### config.mk
export PLATFORM = sky130hd
export DESIGN_NAME = packet_buffer
export DESIGN_NICKNAME = d
export VERILOG_FILES = /design/src/logic/gate_pkg.sv /design/src/logic/pipeline_gate.sv /design/src/logic/word_fifo.sv /design/src/logic/packet_counter.sv /design/src/logic/packet_buffer.sv
export SDC_FILE = /design/constraint.sdc
export NUM_CORES = 1
export LEC_CHECK = 0
export ABC_AREA = 0
export BUFFER_PORTS_ARGS = -buffer_cell sky130_fd_sc_hd__buf_2
export CORE_ASPECT_RATIO = 1.1
export CORE_MARGIN = 10
export CORE_UTILIZATION = 54
export CTS_BUF_LIST = sky130_fd_sc_hd__clkbuf_4 sky130_fd_sc_hd__clkbuf_8 sky130_fd_sc_hd__clkbuf_16
export CTS_CLUSTER_SIZE = 8
export DETAILED_ROUTE_END_ITERATION = 8
export PLACE_DENSITY = 0.81
export SLEW_MARGIN = 20
export SYNTH_ARGS = -nofsm -noshare
export SYNTH_HDL_FRONTEND = slang
export SYNTH_SLANG_ARGS = --single-unit
### constraint.sdc
create_clock -name clock -period 7.3 [get_ports clock]
set_input_delay 0 -clock clock [delete_from_list [all_inputs] [get_ports clock]]
set_output_delay 0 -clock clock [all_outputs]
set_load 0.005 [all_outputs]
### src/logic/gate_pkg.sv
/* shared widths and types for the packet buffer. fifo_depth must be at least 2;
   packets longer than fifo_depth words stall the input for good */
package gate_pkg;

    // payload width of one stream word
    localparam int word_width = 8;

    // number of words the FIFO can hold at once
    localparam int fifo_depth = 8;

    // a pointer only has to address fifo_depth entries
    localparam int addr_width = $clog2(fifo_depth);

    // counts run from zero up to fifo_depth inclusive, hence the extra value
    localparam int count_width = $clog2(fifo_depth + 1);

    // payload word as seen on every stream port
    typedef logic [word_width-1:0] word_t;

    // read or write position inside the FIFO storage
    typedef logic [addr_width-1:0] addr_t;

    // used both for FIFO occupancy and for the number of stored packets,
    // since neither can exceed fifo_depth
    typedef logic [count_width-1:0] count_t;

endpackage

### src/logic/pipeline_gate.sv
/* combinational gate on a ready/valid stream that holds no storage.
   enable must change synchronously to the clock of both sides */
`timescale 1ns/1ns

module pipeline_gate import gate_pkg::*; #(
    // when set, a closed gate also forces data and last to zero
    parameter bit gate_data = 1'b1
) (
    input  logic  enable,

    input  logic  up_valid,
    output logic  up_ready,
    input  word_t up_data,
    input  logic  up_last,

    output logic  down_valid,
    input  logic  down_ready,
    output word_t down_data,
    output logic  down_last
);

    // both directions of the handshake are masked together, otherwise one
    // side could see the other's signal and finish a transfer on its own
    assign down_valid = up_valid & enable;
    assign up_ready   = down_ready & enable;

    generate
        if (gate_data) begin : gen_gate_data
            // a closed gate shows an all-zero word so nothing stale leaks out
            assign down_data = enable ? up_data : '0;
            assign down_last = up_last & enable;
        end else begin : gen_pass_data
            // here only the handshake is gated and the payload always flows
            assign down_data = up_data;
            assign down_last = up_last;
        end
    endgenerate

endmodule

### src/logic/word_fifo.sv
/* synchronous FIFO of fifo_depth entries storing each word with its last flag.
   a word shows on out_* in the cycle after it is written */
`timescale 1ns/1ns

module word_fifo import gate_pkg::*; (
    input  logic  clock,
    input  logic  arst_n,

    input  logic  in_valid,
    output logic  in_ready,
    input  word_t in_data,
    input  logic  in_last,

    output logic  out_valid,
    input  logic  out_ready,
    output word_t out_data,
    output logic  out_last
);

    // payload words and their last flags sit in two parallel arrays
    word_t mem_data [fifo_depth];
    logic  mem_last [fifo_depth];

    addr_t  wr_ptr;
    addr_t  rd_ptr;
    count_t count;

    logic push;
    logic pop;

    // ready and valid depend only on the registered occupancy,
    // so there is no combinational path from one side to the other
    assign in_ready  = (count != count_t'(fifo_depth));
    assign out_valid = (count != '0);

    assign push = in_valid & in_ready;
    assign pop  = out_valid & out_ready;

    // head of the queue is read straight from storage
    assign out_data = mem_data[rd_ptr];
    assign out_last = mem_last[rd_ptr];

    // advance a pointer by one entry, wrapping at the end of storage.
    // the explicit wrap keeps this correct for depths that are not a power of two
    function automatic addr_t next_ptr(input addr_t ptr);
        addr_t result;
        if (ptr == addr_t'(fifo_depth - 1)) begin
            result = '0;
        end else begin
            result = ptr + addr_t'(1);
        end
        return result;
    endfunction

    // storage takes the word and its last flag at every accepted input
    always_ff @(posedge clock) begin
        if (push) begin
            mem_data[wr_ptr] <= in_data;
            mem_last[wr_ptr] <= in_last;
        end
    end

    always_ff @(posedge clock or negedge arst_n) begin
        if (!arst_n) begin
            wr_ptr <= '0;
            rd_ptr <= '0;
            count  <= '0;
        end else begin
            if (push) begin
                wr_ptr <= next_ptr(wr_ptr);
            end
            if (pop) begin
                rd_ptr <= next_ptr(rd_ptr);
            end
            // a push and a pop in the same cycle leave the occupancy alone
            case ({push, pop})
                2'b10:   count <= count + count_t'(1);
                2'b01:   count <= count - count_t'(1);
                default: count <= count;
            endcase
        end
    end

endmodule

### src/logic/packet_counter.sv
/* counts complete packets held in the buffer and opens the gate while any exist.
   assumes no packet is longer than fifo_depth words */
`timescale 1ns/1ns

module packet_counter import gate_pkg::*; (
    input  logic clock,
    input  logic arst_n,

    // input side of the buffer, before the FIFO
    input  logic in_valid,
    input  logic in_ready,
    input  logic in_last,

    // output side of the buffer, after the gate
    input  logic out_valid,
    input  logic out_ready,
    input  logic out_last,

    output logic enable
);

    // each packet holds at least one word, so this never passes fifo_depth
    count_t packets;

    logic packet_in;
    logic packet_out;

    // a packet is complete once its last word has been accepted
    assign packet_in  = in_valid & in_ready & in_last;

    // and it is gone once its last word has been delivered
    assign packet_out = out_valid & out_ready & out_last;

    always_ff @(posedge clock or negedge arst_n) begin
        if (!arst_n) begin
            packets <= '0;
        end else begin
            // one packet in and one out at the same edge cancel each other
            case ({packet_in, packet_out})
                2'b10:   packets <= packets + count_t'(1);
                2'b01:   packets <= packets - count_t'(1);
                default: packets <= packets;
            endcase
        end
    end

    // the gate opens as soon as one whole packet sits in the FIFO
    assign enable = (packets != '0);

endmodule

### src/logic/packet_buffer.sv
/* no word of a packet leaves this stream buffer before its last word is stored.
   packets longer than fifo_depth words deadlock the input */
`timescale 1ns/1ns

module packet_buffer import gate_pkg::*; (
    input  logic  clock,
    input  logic  arst_n,

    input  logic  in_valid,
    output logic  in_ready,
    input  word_t in_data,
    input  logic  in_last,

    output logic  out_valid,
    input  logic  out_ready,
    output word_t out_data,
    output logic  out_last
);

    // FIFO head as presented to the gate
    logic  fifo_valid;
    logic  fifo_ready;
    word_t fifo_data;
    logic  fifo_last;

    // high while at least one complete packet is stored
    logic  gate_enable;

    word_fifo u_fifo (
        .clock     (clock),
        .arst_n    (arst_n),
        .in_valid  (in_valid),
        .in_ready  (in_ready),
        .in_data   (in_data),
        .in_last   (in_last),
        .out_valid (fifo_valid),
        .out_ready (fifo_ready),
        .out_data  (fifo_data),
        .out_last  (fifo_last)
    );

    // the counter sees the outer input handshake and the gated output,
    // so a packet only counts as gone once its last word really left
    packet_counter u_counter (
        .clock     (clock),
        .arst_n    (arst_n),
        .in_valid  (in_valid),
        .in_ready  (in_ready),
        .in_last   (in_last),
        .out_valid (out_valid),
        .out_ready (out_ready),
        .out_last  (out_last),
        .enable    (gate_enable)
    );

    // data is zeroed while closed so partial packets never show on the output
    pipeline_gate #(
        .gate_data (1'b1)
    ) u_gate (
        .enable     (gate_enable),
        .up_valid   (fifo_valid),
        .up_ready   (fifo_ready),
        .up_data    (fifo_data),
        .up_last    (fifo_last),
        .down_valid (out_valid),
        .down_ready (out_ready),
        .down_data  (out_data),
        .down_last  (out_last)
    );

endmodule

Word-level counts from Yosys, hierarchy flattened
Memories as Yosys holds them, arrays and structs flattened. Cells that the tools add are included.

Add/subtract/negate cells: 6. Equality and inequality tests: 7. Mux-type cells: 7. Bitwise operators: 8. Reductions and logical operators: 4.

Operators by type and width (number): $pmux 4 s2 (2); $add 4x1->4 const B (2); $and 1x1->1 (8); $mux 8 (1); $reduce_bool 4->1 (2); $sub 4x1->4 const B (2); $add 3x1->3 const B (2); $eq 3x3->1 const B (2); $mux 3 (2); $eq 2x1->1 const B (2); $eq 2x2->1 const B (2); $ne 4x4->1 const B (1); $reduce_bool 2->1 (2); $mux 1 (2).

Bits in registers: 14. Bits in writable memories: 72. Bits of input ports: 13. Output and inout port bits: 11. Memories: 2.

Memories: u_fifo.mem_data (depth 8, width 8, read ports 1, clocked after Yosys merged registers in 0, write ports 1, line word_fifo.sv:21) `word_t mem_data [fifo_depth];`; u_fifo.mem_last (depth 8, width 1, read ports 1, clocked after Yosys merged registers in 0, write ports 1, line word_fifo.sv:22) `logic mem_last [fifo_depth];`.

Depth between registers and ports, before layout
Depth in word-level cells: 6. Mapped depth: 9. Mapped depth without buffers: 8.

Modules after synthesis
From an unflattened synthesis, not the netlist that was laid out.

Cell total of the unflattened synthesis: 207. Area total of the unflattened synthesis: 3792.4 sq um.

Modules (own cells, without submodules): word_fifo (times used 1, cells an instance 170, area an instance 3445.8 sq um); packet_counter (times used 1, cells an instance 25, area an instance 266.5 sq um); pipeline_gate (times used 1, cells an instance 12, area an instance 80.1 sq um).

Least setup slack after synthesis
No wires, ideal clock.

Path type: flip-flop to flip-flop. Start: reg u_counter.packets[0]. End: reg u_counter.packets[3]. Data arrival time: 2.802 ns. Setup slack: 4.364 ns. Stages on the path, launching flop included: 10. Path buffers: 1. Period minus slack after synthesis: 2.936 ns. Path through: dfrtp_1 -> or4_4 -> and3_4 -> buf_6 -> nor2b_1 -> ha_1 -> ha_1 -> or4b_2 -> o311ai_0 -> o211ai_1.

Word-level cells in the longest chain between the ends: 6. Elaborated cells on any way between the ends: 11. Classes of those cells: add/sub (2); eq/ne (2); mux (1); bitwise (4); reduce/logical (2).

RTL lines: from (decl) (line packet_counter.sv:23) `count_t packets;`; from (signal assigned) (line packet_counter.sv:40) `2'b10: packets <= packets + count_t'(1);`; from (signal assigned) (line packet_counter.sv:41) `2'b01: packets <= packets - count_t'(1);`; from (signal assigned) (line packet_counter.sv:42) `default: packets <= packets;`; $reduce_bool 4->1 (line packet_counter.sv:48) `assign enable = (packets != '0);`; $and 1x1->1 (line pipeline_gate.sv:24) `assign down_valid = up_valid & enable;`; $and 1x1->1 (2 in series) (line packet_counter.sv:32) `assign packet_out = out_valid & out_ready & out_last;`; $eq 2x1->1 or $eq 2x2->1 (tied branches) (line packet_counter.sv:39) `case ({packet_in, packet_out})`; $pmux 4 s2 or $reduce_bool 2->1 (tied branches).

Several ways; a longest one is shown, not always the timed one. A chain may end at the register's enable or synchronous reset.

Worst setup path in the final report
Start: reg u_fifo.rd_ptr[1]. End: reg u_counter.packets[3].

Word-level cells in the longest chain between the ends: 5. Elaborated cells on any way between the ends: 7. Classes of those cells: eq/ne (2); mux (1); bitwise (2); reduce/logical (1); memory (1).

RTL lines: from (decl) (line word_fifo.sv:25) `addr_t rd_ptr;`; from (signal assigned) (line word_fifo.sv:73) `rd_ptr <= next_ptr(rd_ptr);`; $mem_v2 8x1 *; $and 1x1->1 * (line pipeline_gate.sv:31) `assign down_last = up_last & enable;`; $and 1x1->1 * (line packet_counter.sv:32); $eq 2x1->1 or $eq 2x2->1 (tied branches) (line packet_counter.sv:39); $pmux 4 s2 or $reduce_bool 2->1 (tied branches).

Mark *: on every way between the ends. The rest lies on a longest branch, timed or not.

==> results.txt <==
----------------------------------------------------
[Clock tree]
  Post-CTS setup buffers ... 0
  Library cell used as clock root buffer ... sky130_fd_sc_hd__clkbuf_8
  Clock slew seen by the registers of the worst setup and hold paths ... 0.08 ns
  Post_cts resized ... 0
  TritonCTS clock tree ... built
  Number of levels the H-tree was split into ... 3
  Later-pin clock latency in the skew report ... 0.35 ns
  Sinks on the clock net ... 86
  Cts hold-fix bufs ... 10
  Number of buffers between clock root and the deepest sink ... 2
  Number of CTS-inserted buffers ... 9

[Cells and area]
  Post-route insts no fill ... 333
  Commonest non-fill, non-tap cell in the layout ... sky130_fd_sc_hd__edfxtp_1
  Total inserted antenna cells ... 0
  Leading cell types in the layout, fill and taps excluded ... sky130_fd_sc_hd__edfxtp_1, sky130_fd_sc_hd__buf_2, sky130_fd_sc_hd__mux4_2
  Ratio of cells with drive above 1 in the final layout ... 0.311
  Layout overhead on the synthesized area ... 13.7%
  Final nets ... 271

[Floorplanning]
  Die width ... 99.3 um
  Effective utilization at floorplan ... 0.560
  Number of rows created at floorplan ... 31
  Ports ... 24
  Area of the die ... 10600 um^2
  Height of the chip ... between 100 and 150 um
  Area of the core ... ~6700 um^2

[GRT]
  Vias in the first global route ... 2136
  Most used routing layer ... met2
  Overflow left after global routing ... 0
  First-pass GRT wire length ... 11200 um
  Maximum number of pins on one net before global-route repair ... 21
  GR Util All Layers ... 0.136
  Met1 track demand over resource in global routing ... 0.157
  Initial antenna violation count ... 0
  Met3 layer usage reported by global route ... 0.0321
  GR Util met2 ... 0.230

[Timing]
  Number of setup violations in the final report ... 0
  Minimum hold slack ... about 0.080 ns
  Achievable frequency ... 286 MHz
  Max-slew violations ... 0
  Worst Skew ... slightly above 0.008 ns
  Worst slew pin tran ... 1.06 ns
  Accumulated negative setup slack ... 0 ns
  Relative max-transition margin ... 0.292
  Post-layout minimum cycle time ... 3.50 ns
  Fraction of the cycle the final worst path needs ... 0.480
  PnR worst setup slack ... between 3 and 4 ns
  Endpoints failing hold ... 0
  RSZ-0062 raised after global routing ... no

[Logic synthesis]
  Cell count after synthesis ... 209
  Net count after synthesis ... 234
  Fraction of synthesized cell area taken by the top area cell type ... 0.579
  Number of synthesis warnings ... 0
  Unique masters post-synth ... 35
  Proportion of synthesized chip area in sequential cells ... 0.672
  Count of state elements after synthesis ... 86
  Average cell area after synthesis ... 17.9 um^2
  Post-synth design cell area ... 3740 um^2
  Cell taking the most area after synthesis ... sky130_fd_sc_hd__edfxtp_1
  Most area-consuming cells after synthesis ... sky130_fd_sc_hd__edfxtp_1, sky130_fd_sc_hd__mux4_2, sky130_fd_sc_hd__dfrtp_1, sky130_fd_sc_hd__ha_1, sky130_fd_sc_hd__a22o_1

[Worst setup path]
  Critical path required time ... around 7.5 ns
  Critical Path Source Type ... flip-flop
  Critical path endpoint category ... flip-flop
  Crit-path max FO ... 20
  Arrival time at the worst endpoint ... 3.73 ns
  Worst setup path class ... flip-flop to flip-flop
  Flop2flop setup slack ... 3.80 ns

[Power]
  Cell area power density ... 397 nW/um^2
  Leak pwr ... 1.50 nW
  Maximum ir drop on the vdd rail ... 0.281 mV

[Routing]
  Number of nets with antenna violations after routing ... 0
  Violation count after the first detailed-routing iteration ... 126
  Total via count in the routed design ... 1955
  First drt pass iteration count ... 4
  Number of vias per cell after detailed routing ... between 5 and 6
  Total DRC errors in the routed layout ... 0
  Routed wirelength normalized by instance count ... 20.4 um
  WL final ... 6790 um

[Placed design]
  # placed instances ... ~300
  DPL Wire Length ... ~4300 um
  DP Worst Slack ... 3.76 ns
  Number of buffer cells added on primary ports ... 23
  Final RePlAce weighted congestion ... 0.732

[Status]
  Result of the run ... complete, no violations

[Flow run]
  Max Cap Viol ... 0

[Min path]
  Type of the worst min-delay path ... primary input to async pin

----------------------------------------------------
[state kept, by name, summed over array words and instances, names as in the netlist]
signal / flops
u_fifo.count: 4
u_fifo.rd_ptr: 3
u_fifo.mem_last: 8
u_fifo.wr_ptr: 3
u_counter.packets: 4
u_fifo.mem_data: 64
[synth_stat cells]
master / number
sky130_fd_sc_hd__ha_1: 10
sky130_fd_sc_hd__nand2_1: 3
sky130_fd_sc_hd__dfrtp_1: 14
sky130_fd_sc_hd__o211ai_1: 2
sky130_fd_sc_hd__a21oi_1: 4
sky130_fd_sc_hd__mux4_2: 18
sky130_fd_sc_hd__edfxtp_1: 72
sky130_fd_sc_hd__or4_4: 2
sky130_fd_sc_hd__xor2_1: 2
sky130_fd_sc_hd__fa_1: 2
sky130_fd_sc_hd__o311ai_0: 2
sky130_fd_sc_hd__and3_4: 1
sky130_fd_sc_hd__nand2_2: 1
sky130_fd_sc_hd__buf_2: 3
sky130_fd_sc_hd__nor4_1: 2
sky130_fd_sc_hd__nor2b_1: 2
sky130_fd_sc_hd__nand2b_1: 2
sky130_fd_sc_hd__a22o_1: 8
sky130_fd_sc_hd__mux2_2: 5
sky130_fd_sc_hd__o21ai_0: 2
sky130_fd_sc_hd__nor3_1: 4
sky130_fd_sc_hd__buf_4: 1
sky130_fd_sc_hd__buf_6: 1
sky130_fd_sc_hd__and2_1: 2
sky130_fd_sc_hd__inv_1: 8
sky130_fd_sc_hd__nand3_1: 6
sky130_fd_sc_hd__mux2i_1: 3
sky130_fd_sc_hd__or4b_1: 1
sky130_fd_sc_hd__xnor2_1: 2
sky130_fd_sc_hd__mux2_4: 3
sky130_fd_sc_hd__nor2_1: 7
sky130_fd_sc_hd__nor3b_1: 6
sky130_fd_sc_hd__clkbuf_1: 4
sky130_fd_sc_hd__a2111o_1: 2
sky130_fd_sc_hd__or4b_2: 2
[final timing paths]
| kind | from | end | depth (start not counted) |
|---|---|---|---|
| worst max-delay path | u_fifo.rd_ptr[1] | u_counter.packets[3] | 8 |
| worst min-delay path | arst_n | u_fifo.wr_ptr[2] | 2 |
| worst max register to register | u_fifo.rd_ptr[1] | u_counter.packets[3] | 8 |
| worst min register to register | u_counter.packets[2] | u_counter.packets[2] | 2 |
| max in group asynchronous | arst_n | u_counter.packets[2] | 2 |
| min in group clock | out_ready | u_fifo.rd_ptr[2] | 3 |
[cell families after synthesis]
logic type      Yosys count  synth area share
mux                      29             0.144
buf+inv                  17            0.0211
fa+ha+maj                12            0.0442
compound gates           20            0.0415
xor+xnor                  4           0.00938
simple gates             41            0.0676
flops                    86             0.672
[area by class of cell]
type / count / area [um^2]
Inverter: 8 / 30.0
Timing Repair Buffer: 35 / 230
Clock inverter: 6 / 71.3
Tap cell: 82 / 103
Clock buffer: 10 / 131
Multi-Input combinational cell: 106 / 1170
Fill cell: 474 / 2420
Sequential cell: 86 / 2510
[stage by stage]
stage                     instance area [um^2]  total power, mW  utilization
after floorplan                           3740             1.18            -
after global placement                    3950             1.35        0.592
after detailed placement                  3950             1.37        0.592
after CTS                                 4250             1.71        0.637
after global routing                      4250             1.80        0.637
final                                     4250             1.69        0.637
[worst max-delay path, stage by stage (launching register included)]
cell	delay, ns
sky130_fd_sc_hd__dfrtp_1	0.94
sky130_fd_sc_hd__mux4_2	0.60
sky130_fd_sc_hd__mux2i_1	0.19
sky130_fd_sc_hd__nor2b_1	0.07
sky130_fd_sc_hd__ha_1	0.30
sky130_fd_sc_hd__ha_1	0.37
sky130_fd_sc_hd__or4b_2	0.65
sky130_fd_sc_hd__o311ai_0	0.13
sky130_fd_sc_hd__o211ai_1	0.12
[per-layer routing]
layer,wire length [um],share of wire
met5,0,0
met4,155,0.023
met3,267,0.039
met2,3520,0.52
met1,2840,0.42
[power by group]
| part | switching (mW) | leakage [nW] | internal [mW] |
|---|---|---|---|
| Sequential | 0.0895 | 0.820 | 0.638 |
| Clock | 0.170 | 0.0965 | 0.164 |
| Combinational | 0.298 | 0.580 | 0.327 |
| Total | 0.558 | 1.50 | 1.13 |
Note: power is estimated with default switching activity, not from simulation.
